## src/stream_cfg.svh

```systemverilog
`ifndef STREAM_CFG_SVH
`define STREAM_CFG_SVH

//////////////////////////////
// burst transfers
//////////////////////////////

// 32-bit words moved per burst in either direction
// input side holds back anything below one burst
`define STREAM_BURST_LEN 16

//////////////////////////////
// buffer sizes
//////////////////////////////

// input FIFO depth in packed 32-bit words
// power of two so the pointers wrap on their own
`define STREAM_IN_DEPTH 64

// output FIFO depth in 32-bit words
// must hold at least one burst
`define STREAM_OUT_DEPTH 64

// bulk memory depth in 32-bit words
// power of two so the circular addresses wrap on their own
`define STREAM_BULK_DEPTH 1024

`endif

```

## src/stream_pkg.sv

```systemverilog
`include "stream_cfg.svh"

package stream_pkg;

	//////////////////////////////
	// data path words
	//////////////////////////////

	// one sample as written by the source
	typedef logic [15:0] sample_t;

	// two samples side by side
	// first-written sample sits in bits 15:0
	typedef logic [31:0] packed_t;

	//////////////////////////////
	// levels and counts
	//////////////////////////////

	// larger of the two FIFO depths
	localparam int fifo_depth_max = (`STREAM_IN_DEPTH > `STREAM_OUT_DEPTH) ?
		`STREAM_IN_DEPTH : `STREAM_OUT_DEPTH;

	// the bulk fill travels on the same level type
	localparam int lvl_depth = (fifo_depth_max > `STREAM_BULK_DEPTH) ?
		fifo_depth_max : `STREAM_BULK_DEPTH;

	// one extra bit so a completely full buffer is representable
	localparam int lvl_w = $clog2(lvl_depth) + 1;

	// fill level in 32-bit words
	typedef logic [lvl_w-1:0] fifo_lvl_t;

	// host-visible count in 16-bit words
	typedef logic [31:0] count_t;

endpackage

```

## src/bulk_pkg.sv

```systemverilog
`include "stream_cfg.svh"

package bulk_pkg;

	//////////////////////////////
	// bulk memory addressing
	//////////////////////////////

	// word address bits for the bulk array
	localparam int addr_w = $clog2(`STREAM_BULK_DEPTH);

	// circular word address
	// increments wrap at the top of the array
	typedef logic [addr_w-1:0] bulk_addr_t;

	//////////////////////////////
	// burst control
	//////////////////////////////

	// one extra bit to reach burst length itself
	// the read burst needs that value for its drain cycle
	localparam int beat_w = $clog2(`STREAM_BURST_LEN) + 1;

	// beat index inside one burst
	typedef logic [beat_w-1:0] burst_cnt_t;

	// burst controller states
	typedef enum logic [1:0] {
		mover_idle,
		mover_write,
		mover_read
	} mover_state_e;

endpackage

```

## src/burst_mover.sv

```systemverilog
`timescale 1ns/100ps

`include "stream_cfg.svh"

module burst_mover (
	input  logic                  ti_clk,
	input  logic                  reset,
	input  stream_pkg::fifo_lvl_t in_level,
	output logic                  in_pop,
	input  stream_pkg::packed_t   in_word,
	output logic                  ram_we,
	output bulk_pkg::bulk_addr_t  ram_waddr,
	output stream_pkg::packed_t   ram_wdata,
	output logic                  ram_re,
	output bulk_pkg::bulk_addr_t  ram_raddr,
	input  stream_pkg::packed_t   ram_rdata,
	output logic                  out_push,
	output stream_pkg::packed_t   out_word,
	input  stream_pkg::fifo_lvl_t out_level,
	output stream_pkg::fifo_lvl_t bulk_fill
);

	localparam int burst_len = `STREAM_BURST_LEN;
	localparam int out_depth = `STREAM_OUT_DEPTH;

	// last beat of a write burst
	localparam bulk_pkg::burst_cnt_t wr_last = bulk_pkg::burst_cnt_t'(burst_len - 1);
	// read burst runs one beat longer for the read latency
	localparam bulk_pkg::burst_cnt_t rd_last = bulk_pkg::burst_cnt_t'(burst_len);

	bulk_pkg::mover_state_e state;
	bulk_pkg::burst_cnt_t   beat;
	bulk_pkg::bulk_addr_t   wr_addr;
	bulk_pkg::bulk_addr_t   rd_addr;
	bulk_pkg::bulk_addr_t   addr_diff;

	logic can_write;
	logic can_read;
	logic re_d;

	//////////////////////////////
	// circular fill and start checks
	//////////////////////////////

	// modular difference of the two addresses
	// a lapped writer makes this wrong and nothing guards it
	assign addr_diff = wr_addr - rd_addr;
	assign bulk_fill = stream_pkg::fifo_lvl_t'(addr_diff);

	assign can_write = (in_level >= stream_pkg::fifo_lvl_t'(burst_len));

	// need a whole burst stored and a whole burst of room downstream
	assign can_read = (bulk_fill >= stream_pkg::fifo_lvl_t'(burst_len)) &&
		(out_level <= stream_pkg::fifo_lvl_t'(out_depth - burst_len));

	//////////////////////////////
	// strobes
	//////////////////////////////

	// write path is straight through from the input head
	assign in_pop    = (state == bulk_pkg::mover_write);
	assign ram_we    = in_pop;
	assign ram_waddr = wr_addr;
	assign ram_wdata = in_word;

	// no read on the drain beat
	assign ram_re    = (state == bulk_pkg::mover_read) && (beat != rd_last);
	assign ram_raddr = rd_addr;

	// read data lands one cycle after ram_re
	assign out_push = re_d;
	assign out_word = ram_rdata;

	//////////////////////////////
	// burst FSM
	//////////////////////////////

	always_ff @(posedge ti_clk) begin
		if (reset) begin
			state   <= bulk_pkg::mover_idle;
			beat    <= '0;
			wr_addr <= '0;
			rd_addr <= '0;
			re_d    <= 1'b0;
		end else begin
			re_d <= ram_re;
			if (ram_we) begin
				wr_addr <= wr_addr + 1'b1;
			end
			if (ram_re) begin
				rd_addr <= rd_addr + 1'b1;
			end
			case (state)
				bulk_pkg::mover_idle: begin
					beat <= '0;
					// writes take priority over reads
					if (can_write) begin
						state <= bulk_pkg::mover_write;
					end else if (can_read) begin
						state <= bulk_pkg::mover_read;
					end
				end
				bulk_pkg::mover_write: begin
					beat <= beat + 1'b1;
					if (beat == wr_last) begin
						state <= bulk_pkg::mover_idle;
					end
				end
				bulk_pkg::mover_read: begin
					beat <= beat + 1'b1;
					// leave once the last word has been pushed
					if (beat == rd_last) begin
						state <= bulk_pkg::mover_idle;
					end
				end
				default: state <= bulk_pkg::mover_idle;
			endcase
		end
	end

endmodule

```

## config.mk

```make
export PLATFORM = sky130hd
export DESIGN_NAME = burst_mover
export DESIGN_NICKNAME = d
export VERILOG_FILES = /design/src/stream_pkg.sv /design/src/bulk_pkg.sv /design/src/burst_mover.sv
export VERILOG_INCLUDE_DIRS = /design/src
export SDC_FILE = /design/constraint.sdc
export NUM_CORES = 1
export LEC_CHECK = 0
export BUFFER_PORTS_ARGS = -buffer_cell sky130_fd_sc_hd__buf_2
export CORE_MARGIN = 4
export CORE_UTILIZATION = 30
export CTS_CLUSTER_DIAMETER = 100
export CTS_CLUSTER_SIZE = 40
export DETAILED_ROUTE_END_ITERATION = 10
export GPL_TIMING_DRIVEN = 1
export PLACE_DENSITY_LB_ADDON = 0.25
export SLEW_MARGIN = 20
export SYNTH_ARGS = -nofsm -noshare
export SYNTH_HDL_FRONTEND = slang
export SYNTH_SLANG_ARGS = --single-unit
```

## constraint.sdc

```tcl
create_clock -name ti_clk -period 7.3 [get_ports ti_clk]
set_input_delay 0.365 -clock ti_clk [delete_from_list [all_inputs] [get_ports ti_clk]]
set_output_delay 0.365 -clock ti_clk [all_outputs]
set_load 0.05 [all_outputs]
```

# == Yosys cells after proc, flatten, opt, wreduce, memory -nomap -nowiden ==
# Index checks and enable logic that the tools add are counted.
# totals
ff_bits,28
latchBits,0
ram_bits,0
mem_bits_ro,0
input_bits,88
out_inout_bits,99
memories,0
# classes
n_addsub,4
multipliers,0
n_div,0
n_lt_le_gt_ge,3
eq_ne,8
shift,0
n_mux,6
bitwise_logic,0
n_reduce_logical,6
# op_table
op,n
$add 10x1->10 const B,2
$ge 11x5->1 const B,1
$le 11x6->1 const B,1
$ge 10x5->1 const B,1
$pmux 5 s2,1
$sub 10x10->10,1
$mux 2,4
$pmux 2 s3,1
$add 5x1->5 const B,1
$eq 5x4->1 const B,1
$eq 5x5->1 const B,1
$ne 5x5->1 const B,1
$ne 2x1->1 const B,2
$ne 3x3->1 const B,1
$reduce_and 3->1,1
$eq 2x1->1 const B,1
$eq 2x2->1 const B,1
$logic_and 1x1->1,2
$logic_not 2->1,1
$reduce_bool 2->1,1
$reduce_or 2->1,1

# == Depth between registers and ports, before layout ==
# Gate-level depths: netlist of the first run.
# logic_depth
word_depth,6
ltp_mapped,10
mapped_depth_nobuf,10

# == Worst setup path after synthesis of the first run ==
# Ideal clock, no wire load.
# synth_timing
path_type,reg-to-reg
startpoint,reg wr_addr[0] (netlist: ram_waddr[0])
endpoint,reg state[0]
arrival_ns,3.865
required_ns,7.131
setup_slack_ns,3.266
path_stages_with_launch,10
n_path_buf,0
path_cell_list,dfxtp_1 -> inv_1 -> ha_1 -> inv_1 -> fa_1 -> a21o_1 -> a221oi_4 -> o311ai_0 -> or4_4 -> o41ai_2
# synth_via
elab_chain_cells,5
# synth_lines
item,line_no,rtl
from (decl),burst_mover.sv:33,bulk_pkg::bulk_addr_t wr_addr;
from (signal assigned),burst_mover.sv:88,wr_addr <= wr_addr + 1'b1;
$sub 10x10->10,burst_mover.sv:47,assign addr_diff = wr_addr - rd_addr;
via bulk_fill[8],burst_mover.sv:20,output stream_pkg::fifo_lvl_t bulk_fill
$ge 10x5->1,burst_mover.sv:53,assign can_read = (bulk_fill >= stream_pkg::fifo_lvl_t'(burst_len)) &&
$logic_and 1x1->1,burst_mover.sv:53,
$ne 3x3->1 (no source line),n/a,
$reduce_and 3->1 (no source line),n/a,
to (signal assigned),burst_mover.sv:80,state <= bulk_pkg::mover_idle;
to (signal assigned),burst_mover.sv:98,state <= bulk_pkg::mover_write;
to (signal assigned),burst_mover.sv:100,state <= bulk_pkg::mover_read;
to (decl),burst_mover.sv:31,bulk_pkg::mover_state_e state;
# The timed path passes the listed nets, and every way through them passes these cells.
# A chain may end at the register's enable or synchronous reset.

# == Final worst setup path of the first run ==
# layout_timing
startpoint,reg rd_addr[4] (netlist: ram_raddr[4])
endpoint,out bulk_fill[9]
# layout_via
elab_chain_cells,1
# layout_lines
item,line_no,rtl
from (decl),burst_mover.sv:34,bulk_pkg::bulk_addr_t rd_addr;
from (signal assigned),burst_mover.sv:91,rd_addr <= rd_addr + 1'b1;
$sub 10x10->10,burst_mover.sv:47,
to (decl),burst_mover.sv:20,
# No other way between the ends.

==> results of run 1 <==
[logic make-up (layout without fill, tap and decap cells)]
group / after synthesis / after routing / synth area share (%)
buf+inv: 89 / 76 / 25.76
xor+xnor: 23 / 23 / 8.920
simple gates: 78 / 78 / 17.23
other cells: 1 / 1 / 0.1660
mux: 1 / 1 / 0.4432
flops: 28 / 28 / 24.82
fa+ha+maj: 19 / 19 / 10.86
compound gates: 37 / 37 / 11.80
[flip-flops by register name, indices dropped and copies added (netlist names)]
name       cells
ram_raddr     10
ram_waddr     10
beat           5
state          2
out_push       1
[critical path: stages, from the launching register on]
cell	delay, ns
dfxtp_1	0.33
inv_1	0.09
ha_1	0.35
a21o_1	0.24
a31oi_1	0.14
o21ai_0	0.20
a221oi_1	0.40
xnor2_1	0.23
buf_2	0.34
[worst paths after layout]
| kind | to | slack [ns] | cells past startpoint |
|---|---|---|---|
| setup / recovery | bulk_fill[9] | 4.33 | 8 |
| hold / removal | ram_raddr[7] | 0.50 | 2 |
| setup reg to reg | state[1] | 4.47 | 8 |
| hold reg to reg | ram_raddr[7] | 0.50 | 2 |
[cells in the final DEF (no fill, tap or decap), types with 2 or more instances in the layout]
cell type  instances
nand3_1            4
or3_1              3
nor2b_1            5
nor3_1             5
o21ai_0            7
clkbuf_8           4
nand4_1            4
nor4_1             3
and3_1             5
a31oi_1            3
a21o_1             5
nand2_1           15
ha_1              18
a21oi_1           12
nor2_1            26
buf_2             53
xor2_1             9
xnor2_1           14
nand2b_1           2
inv_1             19
dfxtp_1           28
[metrics by stage]
step                instance area [um2]  instances  worst slack (ns)  total power, W
floorplan                          2258        276             3.266       0.0004353
global placement                   2137        358             4.515       0.0003823
detailed placement                 2137        358             4.498       0.0003831
CTS                                2192        362             4.290       0.0004819
global route                       2192        362             4.122       0.0005065
finish                             2192        362             4.325       0.0004754
[power by group through the flow]
stage / Combinational (W) / Clock (W) / Sequential, W
after floorplan: 0.000243 / 0 / 0.000192
after detailed placement: 0.000204 / 0 / 0.000179
after CTS: 0.000205 / 0.000101 / 0.000176
after global routing: 0.000221 / 0.000107 / 0.000178
final: 0.000202 / 0.0000974 / 0.000176
after global placement: 0.000204 / 0 / 0.000178
[final cells by class]
type                            instances  area share (%)
Inverter                               19           3.253
Tap cell                               99           5.651
Multi-Input combinational cell        159           50.91
Timing Repair Buffer                   53           12.10
Clock buffer                            4           2.511
Sequential cell                        28           25.57
[routing by layer]
metal | track usage, % | share of wire, % | wire length, um | vias to the layer above
met5 | 0 | 0 | 0 | -
met4 | 4.567 | 2.7 | 138 | 0
met3 | 2.789 | 9.3 | 476 | 20
met2 | 18.32 | 46 | 2386 | 64
met1 | 12.78 | 42 | 2137 | 736
li1 | - | - | - | 830
==> impl_metrics.toml, run 1 <==
[status]
status = "completed"

[finish]
drive_gt1_share_pct = 22.81
antenna_cells = 0
fillers = 830
area_delta_synth_final_pct = -2.936
fin_nets = 371
multiInputGateArea_mm2 = 0.001116
seq_area_um2 = 560.5
finalCoreUtilization_pct = 30.06

[worst_setup_path]
end_kind = "output port"
r2r_start = "ram_raddr[0]"
path_class = "reg2out"
arrival_ns = 2.61
cp_data_required_time_ns = 6.93
path_max_fanout = 5
critPathLaunch = "ram_raddr[4]"
start_kind = "register"

[power]
ir_drop_v = 0.0001226
cellPowerDensity_mw_per_mm2 = 216.9
seq_power_share_pct = 36.9
p_sw_w = 0.0002045
clkPwrFrac_pct = 20.5
pwr-share-comb_pct = 42.6
swShare_pct = 43.03
p_leak_nw = 0.9990
intPower_w = 0.0002708

[yosys]
synth_top_area_cell = "dfxtp_1"
synth_area_mm2 = 0.002258
ys_ff_latch = 28
yosysSeqAreaShare_pct = 24.82
yosys-top-cells-area = "dfxtp_1, buf_4, ha_1, xnor2_1, nor2_1"
synth_top_cell_area_share_pct = 24.82
syn_nets = 383
yosys_warnings = 0
synth_edf_count = 0
syn_area_per_cell_um2 = 8.183
synthCells = 276
ys_types = 40
ys.flop_type = "dfxtp_1"
synth_most_common_cell = "buf_4"
synthTopCellsByCount = "buf_4, dfxtp_1, nor2_1"
synthArstFlopShare_pct = 0

[clocking]
cts_setup_buffers = 0
clk_latency_ns = 0.28
cts_tree = "built"
cts-resized-gates = 0
root_buffer = "clkbuf_8"
cts.sinks = 28
cts_max_level = 1
clkTransAtPathRegs_ns = 0.10
clockBufferDepth = 2
cts_buffers = 3
ctsHoldBuffers = 0

[floorplan]
die_y_um = 94.77
row_count = 31
die-width_um = 94.77
die-area_mm2 = 0.008980
core_mm2 = 0.007292
io_pins = 187
initial_utilization_pct = 30.97

[global_route]
grt_max_degree = 29
overflow = 0
grt_use_total_pct = 10.78
antenna_found_initial = 0
grt_pass1_wl_um = 7686
first_global_vias = 1530

[placed_design]
port_buffers = 53
place_hpwl_um = 4120
gp_congestion = 0.7663

[sta]
tns_ns = 0
finalMaxSlewViolations = 0
hold_ws_ns = 0.5039
hold_viol_final = 0
worst_clock_skew_ns = 0.006639
fmax_ghz = 0.3362
max-slew-margin-rel_pct = 62.84
rsz0062_at_grt = "false"
setup_viol = 0
finalCriticalPeriod_ns = 2.975
tightest_slew_ns = 0.5574
period_share_pct = 40.75

[min_path]
hp-start = "ram_raddr[7]"
hold_path_class = "reg2reg"

[detailed_routing]
drtPass1Iterations = 4
antenna_left = 0
vias_per_cell = 4.558
wirelength_um = 5138
drt-initial-drc-count = 63
num_vias = 1650
wire_per_inst_um = 14.19
drc = 0

[run]
drv_cap = 0
No activity file was read; power rests on OpenSTA's default activity.
==> run 2, diff against run 1 <==
clock period = 2.9 ns   (was 7.3 ns; I/O delays follow)
==> impl_metrics.toml, run 2 (synthesized netlist as in run 1, its figures left out) <==
[status]
status = "completed"

[placed_design]
place_area_mm2 = 0.002226
place_hpwl_um = 4231
gp_congestion = 0.7290
port_buffers = 53

[worst_setup_path]
cp_data_required_time_ns = 3.06
path_max_fanout = 5
reg2reg_depth = 9
arrival_ns = 2.92
end_kind = "register"
rr_endpoint = "state[1]"
r2r_start = "ram_waddr[0]"
r2r_slack_ns = 0.14
path_class = "reg2reg"
start_kind = "register"

[clocking]
root_buffer = "clkbuf_8"
cts.sinks = 28
cts_setup_buffers = 0
cts_buffers = 3
clkTransAtPathRegs_ns = 0.10
clockBufferDepth = 2
clk_latency_ns = 0.28
cts_max_level = 1
ctsHoldBuffers = 0
cts_tree = "built"
cts-resized-gates = 0

[floorplan]
row_count = 31
die-width_um = 94.77
core_mm2 = 0.007292
die_y_um = 94.77
initial_utilization_pct = 30.97
io_pins = 187
die-area_mm2 = 0.008980

[sta]
finalCriticalPeriod_ns = 2.762
finalMaxSlewViolations = 0
period_share_pct = 95.26
tightest_slew_ns = 0.5520
worst_clock_skew_ns = 0.01082
fmax_ghz = 0.3620
tns_ns = 0
rsz0062_at_grt = "false"
max-slew-margin-rel_pct = 63.20
hold_viol_final = 0
setup_viol = 0

[global_route]
grt_use_total_pct = 11.30
grt_max_degree = 29
grt_pass1_wl_um = 7962
grt-busiest-layer = "met2"
first_global_vias = 1615
grt_use_met2_pct = 19.67
antenna_found_initial = 0
grt_util_met3_pct = 3.426
use_met1_pct = 14.01
overflow = 0

[finish]
antenna_cells = 0
final_area_mm2 = 0.002277
drive_gt1_share_pct = 28.09
area_delta_synth_final_pct = 0.8308
finalCoreUtilization_pct = 31.23
fin_nets = 375
layout_commonest_cell = "buf_2"
final_cell_mix = "buf_2, nor2_1, dfxtp_1"

[min_path]
hp-start = "ram_rdata[0]"
hold_path_class = "in2out"
min_path_cells = 0
min_to = "out_word[0]"

[detailed_routing]
antenna_left = 0
drc = 0
wire_per_inst_um = 14.42
drtPass1Iterations = 4
num_vias = 1685
wirelength_um = 5278
drt-initial-drc-count = 66
vias_per_cell = 4.604

[power]
ir_drop_v = 0.0003982
cellPowerDensity_mw_per_mm2 = 523.4
p_leak_nw = 1.041
swShare_pct = 43.47
pwr-share-comb_pct = 44.1
clkPwrFrac_pct = 18.5
seq_power_share_pct = 37.4
p_sw_w = 0.0005181
intPower_w = 0.0006738

[run]
drv_cap = 0
==> run 2: cell type report <==
type | instances | area (um2)
clock buffers | 4 | 45.04
repair buffers | 57 | 295.3
flip-flops and latches | 28 | 575.6
fillers | 822 | 5015
well taps | 99 | 123.9
multi-input cells | 159 | 1166
inverters | 19 | 71.32
==> run 2: worst max path at each step <==
stage            startpoint      endpoint  slack, ns
6_report       ram_waddr[0]      state[1]       0.14
5_1_grt        ram_waddr[0]  bulk_fill[8]      0.007
4_1_cts        ram_waddr[1]  bulk_fill[9]       0.06
3_5_place_dp   ram_waddr[0]      state[1]       0.13
3_3_place_gp   ram_waddr[0]      state[1]       0.16
2_1_floorplan  ram_raddr[0]      state[1]      0.006
==> run 2: worst max-delay path, cell delays in order, from the launching register on <==
cell and delay [ns]:
dfxtp_4 0.37, inv_1 0.05, ha_1 0.16, inv_1 0.06, fa_1 0.40, a21o_1 0.23
a221oi_4 0.42, xnor2_4 0.09, or4_4 0.55, o41a_1 0.31
==> run 2: power by group through the flow <==
stage | combinational [W] | sequential, W | clock, W
floorplan | 0.000619 | 0.000487 | 0
global placement | 0.000532 | 0.000452 | 0
detailed placement | 0.000531 | 0.000456 | 0
CTS | 0.000534 | 0.000447 | 0.000238
global route | 0.000573 | 0.000450 | 0.000250
finish | 0.000526 | 0.000446 | 0.000221
==> run 2: layer usage <==
layer  wire length, um  vias up
li1                  -      846
met1              2300      770
met2              2458       63
met3               482        6
met4                36        0
met5                 0        -
==> run 2: through the flow <==
| step | hold WS [ns] | power (W) | worst slack (ns) | cells |
|---|---|---|---|---|
| 2_1_floorplan | 0.4555 | 0.001106 | 0.005845 | 276 |
| 3_3_place_gp | 0.2903 | 0.0009840 | 0.1563 | 362 |
| 3_5_place_dp | 0.2903 | 0.0009875 | 0.1257 | 362 |
| 4_1_cts | 0.2903 | 0.001219 | 0.05585 | 366 |
| 5_1_grt | 0.2901 | 0.001274 | 0.007231 | 366 |
| 6_report | 0.2900 | 0.001192 | 0.1375 | 366 |
==> run 3, diff against run 2 <==
clock period = 3.14 ns   (was 2.9 ns; I/O delays follow)
==> impl_metrics.toml, run 3 (synthesized netlist as in run 1, its figures left out) <==
[floorplan]
initial_utilization_pct = 30.97
die_y_um = 94.77
die-area_mm2 = 0.008980
row_count = 31
io_pins = 187
core_mm2 = 0.007292
die-width_um = 94.77

[sta]
worst_clock_skew_ns = 0.002301
tns_ns = 0
finalCriticalPeriod_ns = 2.756
rsz0062_at_grt = "false"
tightest_slew_ns = 0.5331
period_share_pct = 87.78
finalMaxSlewViolations = 0
setup_viol = 0
max-slew-margin-rel_pct = 64.46
hold_viol_final = 0
fmax_ghz = 0.3628
hold_ws_ns = 0.3140

[detailed_routing]
wire_per_inst_um = 13.71
num_vias = 1677
wirelength_um = 4975
vias_per_cell = 4.620
drc = 0
drt-initial-drc-count = 46
drtPass1Iterations = 4
antenna_left = 0

[run]
drv_cap = 0

[clocking]
cts_setup_buffers = 0
ctsHoldBuffers = 0
clk_latency_ns = 0.28
cts_tree = "built"
root_buffer = "clkbuf_8"
cts_buffers = 3
clkTransAtPathRegs_ns = 0.10
cts.sinks = 28
cts-resized-gates = 0
cts_max_level = 1
clockBufferDepth = 2

[global_route]
grt_use_total_pct = 11.02
grt_max_degree = 29
grt_pass1_wl_um = 7783
first_global_vias = 1622
overflow = 0
antenna_found_initial = 0

[worst_setup_path]
start_kind = "register"
path_class = "reg2out"
arrival_ns = 2.60
path_max_fanout = 5
cp_data_required_time_ns = 2.98
end_kind = "output port"
r2r_slack_ns = 0.45

[status]
status = "completed"

[placed_design]
gp_congestion = 0.7324
port_buffers = 53
place_hpwl_um = 3952
place_area_mm2 = 0.002162

[finish]
finalCoreUtilization_pct = 30.40
area_delta_synth_final_pct = -1.828
final_area_mm2 = 0.002217
layout_commonest_cell = "buf_2"
drive_gt1_share_pct = 24.62
fin_nets = 372
antenna_cells = 0
final_cell_mix = "buf_2, nor2_1, dfxtp_1"

[min_path]
hold_path_class = "in2out"

[power]
power_w = 0.001110
ir_drop_v = 0.0003012
cellPowerDensity_mw_per_mm2 = 500.4
p_leak_nw = 1.018
==> run 3: worst max-delay path, cell delays in order, from the launching register on <==
cell and delay [ns]:
dfxtp_1 0.34, inv_1 0.09, ha_1 0.35, a21o_1 0.25
a31oi_1 0.14, o21ai_0 0.20, a221oi_1 0.39, xnor2_1 0.23
buf_2 0.33
==> run 3: cell type report <==
cell class	count	area, um2
Tap cell	99	123.9
Timing Repair Buffer	54	272.8
Multi-Input combinational cell	159	1131
Fill cell	826	5075
Inverter	19	71.32
Sequential cell	28	563.0
Clock buffer	4	55.05
==> run 3: routing by layer <==
layer	track usage (%)	share of wire (%)	up-vias
met2	18.20	44	65
met1	13.96	46	771
li1	-	-	830
met3	3.426	8.7	11
met4	2.644	1.2	0
met5	0	0	-
==> run 3: final timing paths <==
kind                startpoint            to  cells after the start
hold / removal    ram_rdata[0]   out_word[0]                      0
setup / recovery  ram_raddr[4]  bulk_fill[9]                      8
setup reg to reg  ram_waddr[0]      state[1]                      9
hold reg to reg        beat[2]       beat[2]                      2
==> run 3: power breakdown <==
part	internal, W	switching [W]	total (W)
registers	0.000377	0.0000309	0.000408
logic	0.000142	0.000326	0.000468
clock network	0.000113	0.000121	0.000234
==> run 3: per-stage QoR <==
| stage | cells | setup slack, ns |
|---|---|---|
| detailed placement | 359 | 0.4557 |
| global route | 363 | 0.1790 |
| global placement | 359 | 0.4652 |
| finish | 363 | 0.3837 |
| CTS | 363 | 0.3689 |
| floorplan | 276 | 0.03968 |
